$ cat src/logic/iq_stream_config.svh
////////////////////////////////////////////////////////////////////////////
// build-time settings for the I/Q stream packer
// IQS_REDUCE_PRECISION must stay within 0..4 so a word never loses sign
// IQS_BURST_LEN must be 2 or more, tlast marks every IQS_BURST_LEN-th beat
// values are global to the build, one setting for every instance
////////////////////////////////////////////////////////////////////////////

`ifndef IQS_STREAM_CONFIG_SVH
`define IQS_STREAM_CONFIG_SVH

// raw converter sample width, two's complement
`define IQS_SAMPLE_BITS 12

// low bits dropped by the arithmetic right shift
`define IQS_REDUCE_PRECISION 0

// 1 mirrors the word order inside a beat
`define IQS_REVERSE_DATA 0

// handshakes per burst, the last one carries tlast
`define IQS_BURST_LEN 4

`endif

$ cat src/logic/iq_stream_pkg.sv
////////////////////////////////////////////////////////////////////////////
// shared types for the I/Q stream packer
// word and beat widths are fixed at 16 and 128 bits
// burst counter width follows IQS_BURST_LEN from the config header
////////////////////////////////////////////////////////////////////////////

`include "iq_stream_config.svh"

package iq_stream_pkg;

  // receiver has four channels, each with an I and a Q sample
  localparam int unsigned LANE_COUNT = 4;
  localparam int unsigned WORDS_PER_BEAT = 2 * LANE_COUNT;

  // output word width after sign extension
  localparam int unsigned WORD_BITS = 16;

  // burst position counter width
  localparam int unsigned BURST_COUNT_BITS = $clog2(`IQS_BURST_LEN);

  // one raw converter sample
  typedef logic [`IQS_SAMPLE_BITS-1:0] iq_sample_t;

  // one sign-extended output word
  typedef logic [WORD_BITS-1:0] lane_word_t;

  // one AXI-stream beat, word k at bits 16k+15:16k
  typedef logic [WORDS_PER_BEAT*WORD_BITS-1:0] axis_beat_t;

  // position inside the current burst
  typedef logic [BURST_COUNT_BITS-1:0] burst_count_t;

endpackage

$ cat src/logic/iq_lanes_if.sv
////////////////////////////////////////////////////////////////////////////
// lane bundle from the converter side into the packer
// index n of valid, data_i and data_q belongs to channel n
// no back-pressure, every cycle with a valid high is a sample instant
////////////////////////////////////////////////////////////////////////////

interface iq_lanes_if import iq_stream_pkg::*; ();

  // per-channel valid
  logic [LANE_COUNT-1:0] valid;

  // per-channel samples
  iq_sample_t data_i [LANE_COUNT];
  iq_sample_t data_q [LANE_COUNT];

  // driven by the top level
  modport src (
    output valid,
    output data_i,
    output data_q
  );

  // read by the lane packer
  modport snk (
    input valid,
    input data_i,
    input data_q
  );

endinterface

$ cat src/logic/iq_lane_packer.sv
////////////////////////////////////////////////////////////////////////////
// packs eight I/Q samples into one 128-bit beat
// all eight words are packed, whichever lane valid is high
// latency one cycle, one beat per cycle, no stall input
// beat holds its last value between sample instants
////////////////////////////////////////////////////////////////////////////

`include "iq_stream_config.svh"

module iq_lane_packer import iq_stream_pkg::*; (
  input  logic       m_axis_clk,
  input  logic       rst,
  iq_lanes_if.snk    lanes,
  output axis_beat_t beat,
  output logic       beat_strobe
);

  // bits dropped by the precision shift
  localparam int unsigned SHIFT = `IQS_REDUCE_PRECISION;

  // sign bits added on top of a shifted sample
  localparam int unsigned EXT_BITS = WORD_BITS - `IQS_SAMPLE_BITS;

  logic       sample_instant;
  lane_word_t natural_word [WORDS_PER_BEAT];
  axis_beat_t beat_next;

  // arithmetic shift, then sign extension to a full word
  function automatic lane_word_t format_sample(input iq_sample_t sample);
    iq_sample_t shifted;
    shifted = $signed(sample) >>> SHIFT;
    return {{EXT_BITS{shifted[`IQS_SAMPLE_BITS-1]}}, shifted};
  endfunction

  ////////////////////////////////////////////////////////////////////////////
  // sample instant
  ////////////////////////////////////////////////////////////////////////////

  // any channel valid starts a beat
  assign sample_instant = |lanes.valid;

  ////////////////////////////////////////////////////////////////////////////
  // word formatting and ordering
  ////////////////////////////////////////////////////////////////////////////

  // natural order: q3 i3 q2 i2 q1 i1 q0 i0 from word 0 upward
  for (genvar k = 0; k < WORDS_PER_BEAT; k++) begin : g_natural
    localparam int LANE = LANE_COUNT - 1 - k / 2;

    if (k % 2 == 0) begin : g_q
      assign natural_word[k] = format_sample(lanes.data_q[LANE]);
    end else begin : g_i
      assign natural_word[k] = format_sample(lanes.data_i[LANE]);
    end
  end

  // reversal mirrors the whole word order
  for (genvar k = 0; k < WORDS_PER_BEAT; k++) begin : g_place
    if (`IQS_REVERSE_DATA != 0) begin : g_rev
      assign beat_next[k*WORD_BITS +: WORD_BITS] = natural_word[WORDS_PER_BEAT-1-k];
    end else begin : g_fwd
      assign beat_next[k*WORD_BITS +: WORD_BITS] = natural_word[k];
    end
  end

  ////////////////////////////////////////////////////////////////////////////
  // output registers
  ////////////////////////////////////////////////////////////////////////////

  // strobe is high for exactly the cycle after a sample instant
  always_ff @(posedge m_axis_clk) begin
    if (rst) begin
      beat_strobe <= 1'b0;
    end else begin
      beat_strobe <= sample_instant;
    end
  end

  // payload only, loaded together with the strobe
  always_ff @(posedge m_axis_clk) begin
    if (sample_instant) begin
      beat <= beat_next;
    end
  end

  // framer qualifies tdata with this strobe
  a_strobe_known: assert property (
    @(posedge m_axis_clk) disable iff (rst)
    !$isunknown(beat_strobe)
  );

endmodule

$ cat src/logic/axis_beat_framer.sv
////////////////////////////////////////////////////////////////////////////
// AXI-stream master stage for packed beats
// a beat that arrives during a stall replaces the held one (data is lost)
// and overrun pulses for one cycle afterwards
// tlast marks every IQS_BURST_LEN-th handshake counted from reset
// tvalid and tdata registered, tlast decoded from registers
////////////////////////////////////////////////////////////////////////////

`include "iq_stream_config.svh"

module axis_beat_framer import iq_stream_pkg::*; (
  input  logic       m_axis_clk,
  input  logic       rst,
  input  axis_beat_t beat,
  input  logic       beat_strobe,
  output logic       m_axis_tvalid,
  input  logic       m_axis_tready,
  output axis_beat_t m_axis_tdata,
  output logic       m_axis_tlast,
  output logic       overrun
);

  // counter value of the final beat in a burst
  localparam burst_count_t LAST_COUNT = burst_count_t'(`IQS_BURST_LEN - 1);

  logic         handshake;
  logic         stalled;
  logic         end_burst;
  burst_count_t burst_count;

  assign handshake = m_axis_tvalid & m_axis_tready;
  assign stalled   = m_axis_tvalid & ~m_axis_tready;
  assign end_burst = (burst_count == LAST_COUNT);

  ////////////////////////////////////////////////////////////////////////////
  // valid and data
  ////////////////////////////////////////////////////////////////////////////

  // new beat wins over a handshake in the same cycle
  always_ff @(posedge m_axis_clk) begin
    if (rst) begin
      m_axis_tvalid <= 1'b0;
    end else if (beat_strobe) begin
      m_axis_tvalid <= 1'b1;
    end else if (handshake) begin
      m_axis_tvalid <= 1'b0;
    end
  end

  // held while stalled unless a newer beat overwrites it
  always_ff @(posedge m_axis_clk) begin
    if (beat_strobe) begin
      m_axis_tdata <= beat;
    end
  end

  // beat replaced before the sink took it
  always_ff @(posedge m_axis_clk) begin
    if (rst) begin
      overrun <= 1'b0;
    end else begin
      overrun <= beat_strobe & stalled;
    end
  end

  ////////////////////////////////////////////////////////////////////////////
  // burst counting
  ////////////////////////////////////////////////////////////////////////////

  // advances on handshakes only, wraps after the last beat
  always_ff @(posedge m_axis_clk) begin
    if (rst) begin
      burst_count <= '0;
    end else if (handshake) begin
      if (end_burst) begin
        burst_count <= '0;
      end else begin
        burst_count <= burst_count + 1'b1;
      end
    end
  end

  assign m_axis_tlast = m_axis_tvalid & end_burst;

  // a stalled beat is never withdrawn, and keeps its tlast
  a_stall_holds: assert property (
    @(posedge m_axis_clk) disable iff (rst)
    stalled |=> m_axis_tvalid && $stable(m_axis_tlast)
  );

endmodule

$ cat src/logic/ad9361_axis_packer.sv
////////////////////////////////////////////////////////////////////////////
// AD9361-style four-channel receiver to 128-bit AXI-stream
// single clock, converter side has no back-pressure
// latency two cycles from sample instant to tvalid
// overrun flags a beat dropped by a stalled sink
////////////////////////////////////////////////////////////////////////////

module ad9361_axis_packer import iq_stream_pkg::*; (
  input  logic       m_axis_clk,
  input  logic       rst,
  input  logic       valid_0,
  input  logic       valid_1,
  input  logic       valid_2,
  input  logic       valid_3,
  input  iq_sample_t data_i0,
  input  iq_sample_t data_i1,
  input  iq_sample_t data_i2,
  input  iq_sample_t data_i3,
  input  iq_sample_t data_q0,
  input  iq_sample_t data_q1,
  input  iq_sample_t data_q2,
  input  iq_sample_t data_q3,
  output logic       m_axis_tvalid,
  input  logic       m_axis_tready,
  output logic       m_axis_tlast,
  output axis_beat_t m_axis_tdata,
  output logic       overrun
);

  axis_beat_t beat;
  logic       beat_strobe;

  iq_lanes_if lanes ();

  // channel n goes to lane index n
  assign lanes.valid = {valid_3, valid_2, valid_1, valid_0};

  assign lanes.data_i[0] = data_i0;
  assign lanes.data_i[1] = data_i1;
  assign lanes.data_i[2] = data_i2;
  assign lanes.data_i[3] = data_i3;

  assign lanes.data_q[0] = data_q0;
  assign lanes.data_q[1] = data_q1;
  assign lanes.data_q[2] = data_q2;
  assign lanes.data_q[3] = data_q3;

  // samples to beats
  iq_lane_packer i_iq_lane_packer (
    .m_axis_clk  (m_axis_clk),
    .rst         (rst),
    .lanes       (lanes.snk),
    .beat        (beat),
    .beat_strobe (beat_strobe)
  );

  // beats to stream
  axis_beat_framer i_axis_beat_framer (
    .m_axis_clk    (m_axis_clk),
    .rst           (rst),
    .beat          (beat),
    .beat_strobe   (beat_strobe),
    .m_axis_tvalid (m_axis_tvalid),
    .m_axis_tready (m_axis_tready),
    .m_axis_tdata  (m_axis_tdata),
    .m_axis_tlast  (m_axis_tlast),
    .overrun       (overrun)
  );

endmodule

$ cat config.mk
export PLATFORM = sky130hd
export DESIGN_NAME = ad9361_axis_packer
export DESIGN_NICKNAME = d
export VERILOG_FILES = /design/src/logic/iq_stream_pkg.sv /design/src/logic/iq_lanes_if.sv /design/src/logic/iq_lane_packer.sv /design/src/logic/axis_beat_framer.sv /design/src/logic/ad9361_axis_packer.sv
export VERILOG_INCLUDE_DIRS = /design/src /design/src/logic
export SDC_FILE = /design/constraint.sdc
export NUM_CORES = 1
export LEC_CHECK = 0
export ABC_CLOCK_PERIOD_IN_PS = 5850
export BUFFER_PORTS_ARGS = -buffer_cell sky130_fd_sc_hd__buf_2
export CAP_MARGIN = 20
export CORE_MARGIN = 3
export CORE_UTILIZATION = 52
export CTS_CLUSTER_SIZE = 14
export DETAILED_ROUTE_END_ITERATION = 10
export PLACE_DENSITY = 0.95
export SKIP_CTS_REPAIR_TIMING = 1
export SLEW_MARGIN = 15
export SYNTH_ARGS = -nofsm -noshare
export SYNTH_HDL_FRONTEND = slang
export SYNTH_SLANG_ARGS = --single-unit
$ cat constraint.sdc
create_clock -name m_axis_clk -period 5.85 [get_ports m_axis_clk]
set_input_delay 0.8775 -clock m_axis_clk [delete_from_list [all_inputs] [get_ports m_axis_clk]]
set_output_delay 0.8775 -clock m_axis_clk [all_outputs]
set_load 0.005 [all_outputs]
==> impl.org, run 1 <==
** Run status
- Outcome :: completed

** Finish
- Layout-stage area growth over the synthesis result :: 28.3%
- Of the cells placed in the final design, the portion with a size suffix greater than 1 is 56.6%.
- Net count, final :: 570
- Final design area excluding fillers :: 7980 sq um
- The number of antenna diodes in the final layout is 0.

** Setup path
- Crit. End Element :: register
- Of all nets on the critical path, the largest fanout is 57.
- Arrival time reported for the critical path endpoint :: 2.26 ns
- The worst setup path is launched from an input pin.
- Worst Setup Path Type :: input pin to register
- Required time at the endpoint of the critical path :: 5.93 ns

** Yosys
- Counting distinct cell types in the post-synthesis netlist gives 14.
- Combinational family with the most area after synthesis :: buffers and inverters
- The average instance in the mapped netlist occupies 25.6 sq um.
- Synthesis handed over a netlist of 243 instances.
- Simple logic cell fraction of the synthesized area :: less than 1%
- Cell types occupying the most area after synthesis :: edfxtp_1, buf_4, dfxtp_1
- Among all flip-flop cells after synthesis, the most frequent one is edfxtp_1.
- Register bit total from synthesis :: 197
- Yosys instantiated no cell more often than edfxtp_1.
- Adder-cell area share of the yosys netlist :: 0.201%
- The largest total area in the synthesized netlist belongs to edfxtp_1.
- Leading cell types by count after synthesis :: edfxtp_1, buf_4, dfxtp_1
- Synth Warn # :: 0
- Fraction of the mapped netlist area in compound gates :: 0.564%
- The synthesized design contains 192 enable-type register cells.
- The mapped netlist covers 6220 sq um.
- The top cell type by area accounts for 92.8% of the synthesized area.
- Seq/Total Area, Yosys :: 94.4%
- Syn nets :: ~350
- For this run, asynchronously set or reset flops after synthesis account for 0%.
- Measured against the total synthesized area, the mux share comes to 0%.
- Xor/xnor share of the synthesized area :: 0%

** GRT
- First-pass GRT wire length :: 15,600 um
- The number of global-route vias before repair was around 3,000.
- Number of antenna violations at the first check in global routing :: 1
- Leftover overflow at the end of global routing :: 0
- Entering global routing, the biggest net connects 92 pins.
- Total global-route track usage :: 16.2%

** Detailed routing
- Count of unresolved DRC violations after routing :: 0
- Post-DRT Antenna Nets :: 0
- Final WL :: 10,700 um
- The first routing iteration left 151 violations.
- The pre-antenna-repair detailed-routing pass consisted of 4 iterations.
- After detailed routing, the average wire length per cell comes to 17.1 um.
- Vias after detailed routing :: 2,955
- Dividing the detail-routed via count by the number of cells gives 4.75.

** Floorplanning
- The region available for standard cell placement spans 11,600 sq um.
- Die Area :: 13,300 sq um
- Measured along the x axis, the die boundary spans ~120 um.
- roughly 230 I/O pins were placed.
- Once the floorplan was initialized, standard cells occupied 53.7% of the core.
- Die height :: 115 um
- In this run the core area contains 39 standard-cell rows.

** STA
- Setup TNS :: 0 ns
- The number of hold violations in the final report is 0.
- Derived from the worst setup path, the maximum achievable clock frequency is 459 MHz.
- Clk_skew :: between 0.005 and 0.006 ns
- For the pin with the worst max-slew slack, the measured transition is 0.704 ns.
- The worst path meets setup with 3.67 ns of slack.
- Setup violations remaining at the end of the flow were counted as 0.
- The max-slew violation total from the final report came to 0.
- In the finished design, the share of the clock period the worst path needs comes to 37.2%.
- Headroom to the max-slew limit :: 53.1%
- For the finished layout, the period the worst path requires is 2.18 ns.
- Setup repair after global routing missed its margin :: no

** CTS
- Clock-pin slew was measured on the worst setup and hold paths at 0.06 ns.
- The clock passes through at most 2 buffers.
- Insertion delay to the later sink of the worst-skew pair :: between 0.4 and 0.5 ns
- Clock tree synthesis inserted a total of 17 buffers.
- CTS saw just under 200 sinks.
- # H-tree levels :: 4
- CTS tree :: yes
- The tree is rooted in a clkbuf_16.

** Worst hold path
- Worst min-delay path class :: register to register

** Power and ir drop
- The clock network accounts for between 30% and 40% of the total power.
- The analysis attributes to cell leakage a power of 0.00327 uW.
- Of the total power, the share spent switching nets is between 10% and 20%.
- In this run the power density over the cells is 382 nW/um^2.
- Worst-case vdd ir drop :: 0.289 mV
- Power consumption :: 3040 uW
- Of the total power, registers draw 56.5%.
- Combinational logic is responsible for 5.4% of the overall power.
- Cell internal pwr :: 2460 uW
- Summed over all nets, the switching power comes to 581 uW.

** Placed design
- After detailed placement, the total cell area comes to between 7000 and 8000 sq um.
- Before CTS, the worst setup slack after placement is about 3.2 ns.
- The HPWL after detailed placement is roughly 7700 um.
- At the end of routability-driven placement, the weighted congestion stood at 0.710.
- Port Buffers :: 233

** Flow run
- Number of max-cap violations :: 0
## kinds of logic (layout without fill, tap and decap cells)
logic type / Yosys count / count (layout)
adder cells (fa/ha/maj): 1 / 1
flip-flops: 197 / 197
AO/OA/AOI/OAI: 5 / 5
AND/OR/NAND/NOR: 7 / 7
buffers and inverters: 33 / 269
## stage by stage
step / hold slack [ns] / instances / utilization (%)
2_1_floorplan: 0.400 / 243 / -
3_3_place_gp: 0.401 / 589 / 63.5
3_5_place_dp: 0.405 / 589 / 63.5
4_1_cts: 0.419 / 621 / 68.7
5_1_grt: 0.421 / 622 / 69.0
6_report: 0.417 / 622 / 69.0
## routing by layer
layer	part of all wire, %	GRT usage [%]	wire length [um]	vias up
li1	-	-	-	1364
met1	35	16.7	3760	1389
met2	52	28.0	5540	167
met3	9.1	6.74	969	33
met4	3.6	9.08	379	2
met5	0.066	0	7	-
## path summary, 6_finish.rpt
kind,to,slack (ns),depth (start not counted),start
min reg2reg,i_axis_beat_framer.m_axis_tdata[66],0.42,0,i_iq_lane_packer.beat[66]
max,i_iq_lane_packer.beat[113],3.67,3,valid_1
max reg2reg,i_axis_beat_framer.m_axis_tdata[2],4.38,2,i_iq_lane_packer.beat_strobe
min,i_axis_beat_framer.m_axis_tdata[66],0.42,0,i_iq_lane_packer.beat[66]
## sequential cells by signal, indices dropped and copies added, names as in the netlist
| name | cells |
|---|---|
| i_axis_beat_framer.overrun | 1 |
| i_axis_beat_framer.m_axis_tvalid | 1 |
| i_axis_beat_framer.burst_count | 2 |
| i_axis_beat_framer.m_axis_tdata | 96 |
| i_iq_lane_packer.beat | 96 |
| i_iq_lane_packer.beat_strobe | 1 |
## critical path, stage by stage
cell and delay, ns:
buf_2 0.09, or4_4 0.80, buf_4 0.45
## cell usage in the layout, fill, tap and decap left out, drive strengths merged
cell type | Yosys | routed
ha | 1 | 1
inv | 1 | 3
bufinv | 0 | 3
nand2b | 1 | 1
or4 | 1 | 1
and2 | 1 | 1
clkinvlp | 0 | 1
edfxtp | 192 | 192
a21bo | 2 | 2
buf | 32 | 236
a21oi | 3 | 3
nand4bb | 1 | 1
nor3 | 1 | 1
nor2b | 1 | 1
clkbuf | 0 | 20
clkinv | 0 | 6
nand3 | 1 | 1
dfxtp | 5 | 5
## area by class of cell
type | count | area [sq um]
clock inverter | 12 | 151
sequential | 197 | 5870
inverter | 1 | 3.75
tap | 143 | 179
clock buffer | 20 | 457
timing repair buffer | 236 | 1210
fill | 713 | 3590
multi-input combinational | 13 | 106
## power by group through the flow
stage	sequential, uW	clock (uW)	combinational [uW]
floorplan	1770	0	39.9
global placement	1740	0	160
detailed placement	1750	0	165
CTS	1720	1190	165
global route	1730	1250	180
finish	1720	1160	164
Note: power is estimated with default switching activity, not from simulation.
==> inputs of run 2 (changes only) <==
--- a/config.mk
+++ b/config.mk
@@ -6,14 +6,14 @@
 export SDC_FILE = /design/constraint.sdc
 export NUM_CORES = 1
 export LEC_CHECK = 0
-export ABC_CLOCK_PERIOD_IN_PS = 5850
+export ABC_CLOCK_PERIOD_IN_PS = 2150
 export BUFFER_PORTS_ARGS = -buffer_cell sky130_fd_sc_hd__buf_2
 export CAP_MARGIN = 20
 export CORE_MARGIN = 3
-export CORE_UTILIZATION = 52
+export CORE_UTILIZATION = 48
 export CTS_CLUSTER_SIZE = 14
 export DETAILED_ROUTE_END_ITERATION = 10
-export PLACE_DENSITY = 0.95
+export PLACE_DENSITY = 0.89
 export SKIP_CTS_REPAIR_TIMING = 1
 export SLEW_MARGIN = 15
 export SYNTH_ARGS = -nofsm -noshare
==> constraint.sdc (replaced) <==
create_clock -name m_axis_clk -period 2.15 [get_ports m_axis_clk]
set_input_delay 0.3225 -clock m_axis_clk [delete_from_list [all_inputs] [get_ports m_axis_clk]]
set_output_delay 0.3225 -clock m_axis_clk [all_outputs]
set_load 0.005 [all_outputs]
==> run 2 against run 1 <==
Sequential share of layout area decreased by 0.61 points. Non-clock buffer count increased by 1. Count of clock-buffer cells in the layout decreased by 2. Clock power increased to 2.7 times the previous value. Wire length increased by 0.79%. Die area increased by 7.9%. Worst setup slack got worse by 3.1 ns. Total power increased to 2.7 times the previous value. Final cell count increased by 4.2%. Critical endpoint is now m_axis_tlast. Largest cell class unchanged. Largest power group unchanged. Highest routed layer is now met4.
==> impl.org, run 2 (same netlist as run 1, synthesis figures left out) <==
** Run status
- The flow ran to the end, and the final reports show no timing, DRC or antenna violations.

** Floorplanning
- Die height :: 120 um (+3.9%)
- Boundary Pins :: 234 (unchanged)
- FP Rows :: 40 (+2.6%)
- The x dimension of the die was 120 um (+3.9%).
- Die Area :: 14,400 sq um (+7.9%)
- The starting utilization of the core area is 50.5% (-3.3 points).
- Core Box Area :: 12,300 sq um (+6.5%)

** Detailed routing
- The post-detailed-route DRC marker count was 0 (unchanged).
- Vias per inst :: 4.52 (-4.8%)
- Final WL :: 10,700 um (+0.79%)
- Iteration count of the initial detailed-routing pass :: 4 (unchanged)
- Post-DRT Antenna Nets :: 0 (unchanged)
- Number of DRC violations after detailed-routing iteration 0 :: 170 (+13%)
- Vias after detailed routing :: 2,931 (-0.81%)
- Routed length per instance :: 16.6 um (-3.3%)

** GRT
- The overall global routing resource usage came to 15.6% (-0.66 points).
- The initial antenna violation count is 0 (-1).
- Maximum number of pins on one net before global-route repair :: 57 (-38%)
- The total congestion overflow after global routing was 0 (unchanged).
- First-pass GRT wire length :: 16,400 um (+5.1%)
- The number of global-route vias before repair came to 3,090 (+2.5%).

** CTS
- Insertion delay to the later sink of the worst-skew pair :: 0.42 ns (about the same)
- Number of buffers between clock root and the deepest sink :: 2 (unchanged)
- CTS sink cnt :: 197 (unchanged)
- CTS Root Cell :: clkbuf_16
- The clock-pin slew of the registers on the worst-case setup and hold paths is 0.07 ns (about the same).
- # H-tree levels :: 4 (unchanged)
- TritonCTS built the clock tree.
- The number of buffers created by CTS came to 17 (unchanged).

** STA
- The routed design could run at a clock period as short as 1.55 ns.
- Clk_skew :: 0.00618 ns (+0.000793 ns)
- Setup repair after global routing missed its margin :: no
- The headroom to the max-slew limit is 74.5% (+21 points).
- Least-Margin Pin Slew :: 0.383 ns (-0.321 ns)
- Max Freq :: 647 MHz
- Pins over their slew limit :: 0 (unchanged)
- The setup TNS was 0 ns (unchanged).
- The final number of setup-violating endpoints was 0 (unchanged).
- Minimum setup slack in the final design :: 0.604 ns (-3.07 ns)
- The number of hold violations in the final report was 0 (unchanged).
- After layout, the worst path uses approximately 72% of the clock period.

** Setup path
- Highest net fanout along the worst path :: 3 (-95%)
- The worst setup path is captured at a primary output.
- The worst setup path is launched from a register.
- The required time reported for the critical path endpoint is 1.83 ns (-4.10 ns).
- Arrival time reported for the critical path endpoint :: 1.22 ns (-1.04 ns)
- Worst Setup Path Type :: register to primary output

** Power and ir drop
- P_leak :: 0.00327 uW (about the same)
- Worst-case vdd ir drop :: 0.713 mV (+150%)
- The total power per unit cell area is 1030 nW/um^2 (+170%).
- Power consumption :: 8290 uW (+170%)

** Placed design
- The number of port buffers is 233 (unchanged).
- The global placer's final weighted congestion is 0.756 (+6.4%).
- The detailed placement HPWL was 7940 um (+2.5%).
- The worst slack at placement came to 0.416 ns (-2.81 ns).

** Worst hold path
- The min-delay analysis places its worst path in the category input pin to register.

** Finish
- Fraction of layout cells with a size suffix above 1 :: 56.7% (+0.090 points)
- Count of fill cells added during filler insertion :: 847 (+19%)
- Layout-stage area growth over the synthesis result :: 29.4%
- Most frequent cells in the layout :: buf_2, edfxtp_1, clkbuf_16
- Commonest non-fill, non-tap cell in the layout :: buf_2
- The final net count is 571 (+0.18%).
- The largest registers in the layout are i_axis_beat_framer.m_axis_tdata (96), i_iq_lane_packer.beat (96), i_axis_beat_framer.burst_count (2).
- The antenna diode count was 0 (unchanged).

** Flow run
- The number of maximum-capacitance constraint violations is 0 (unchanged).
run 2: cell count changes in the layout (fill, tap and decap cells not counted):
cell / delta
buf_12: +4
buf_4: -2
buf_16: -1
clkinv_2: -3
clkinv_4: +1
inv_6: +1
clkinvlp_4: +3
clkbuf_8: -2
run 2: layer usage:
| metal | routed length, um | GRT usage (%) | vias up |
|---|---|---|---|
| met5 | 0 | 0 | - |
| met3 | 948 | 5.66 | 35 |
| li1 | - | - | 1365 |
| met1 | 3910 | 17.0 | 1353 |
| met2 | 5500 | 26.3 | 178 |
| met4 | 380 | 8.88 | 0 |
run 2: cell type report:
class,count,area (sq um),area share (%)
inverter,1,3.75,0.0467
sequential,197,5870,73.0
multi-input combinational,13,106,1.32
tap,168,210,2.61
clock inverter,14,176,2.19
clock buffer,18,429,5.34
timing repair buffer,237,1250,15.5
run 2: path summary, 6_finish.rpt:
check                           depth (start not counted)  slack (ns)                                   end                              start
worst max-delay path                                    3        0.60                          m_axis_tlast  i_axis_beat_framer.burst_count[0]
worst max register to register                          1        1.14   i_axis_beat_framer.m_axis_tdata[15]       i_iq_lane_packer.beat_strobe
worst min-delay path                                    1        0.07             i_iq_lane_packer.beat[39]                         data_q2[7]
worst min register to register                          0        0.41  i_axis_beat_framer.m_axis_tdata[115]         i_iq_lane_packer.beat[115]
run 2: worst max-delay path, stage by stage (launching register included):
cell,delay (ns)
dfxtp_1,0.32
ha_1,0.21
and2_1,0.15
buf_2,0.12
run 2: where the power goes:
group | leakage (uW) | internal (uW) | total (uW) | switching (uW)
combinational | 0.00101 | 231 | 451 | 220
sequential | 0.00198 | 4580 | 4680 | 98.3
clock | 0.000281 | 1840 | 3160 | 1320
run 2: through the flow:
| stage | cells | hold slack, ns | util [%] | instance area [sq um] |
|---|---|---|---|---|
| 4_1_cts | 648 | 0.0407 | 65.3 | 8040 |
| 5_1_grt | 648 | 0.0378 | 65.3 | 8040 |
| 3_5_place_dp | 616 | 0.405 | 60.4 | 7440 |
| 6_report | 648 | 0.0672 | 65.3 | 8040 |
| 2_1_floorplan | 243 | 0.379 | - | 6220 |
| 3_3_place_gp | 616 | 0.400 | 60.4 | 7440 |
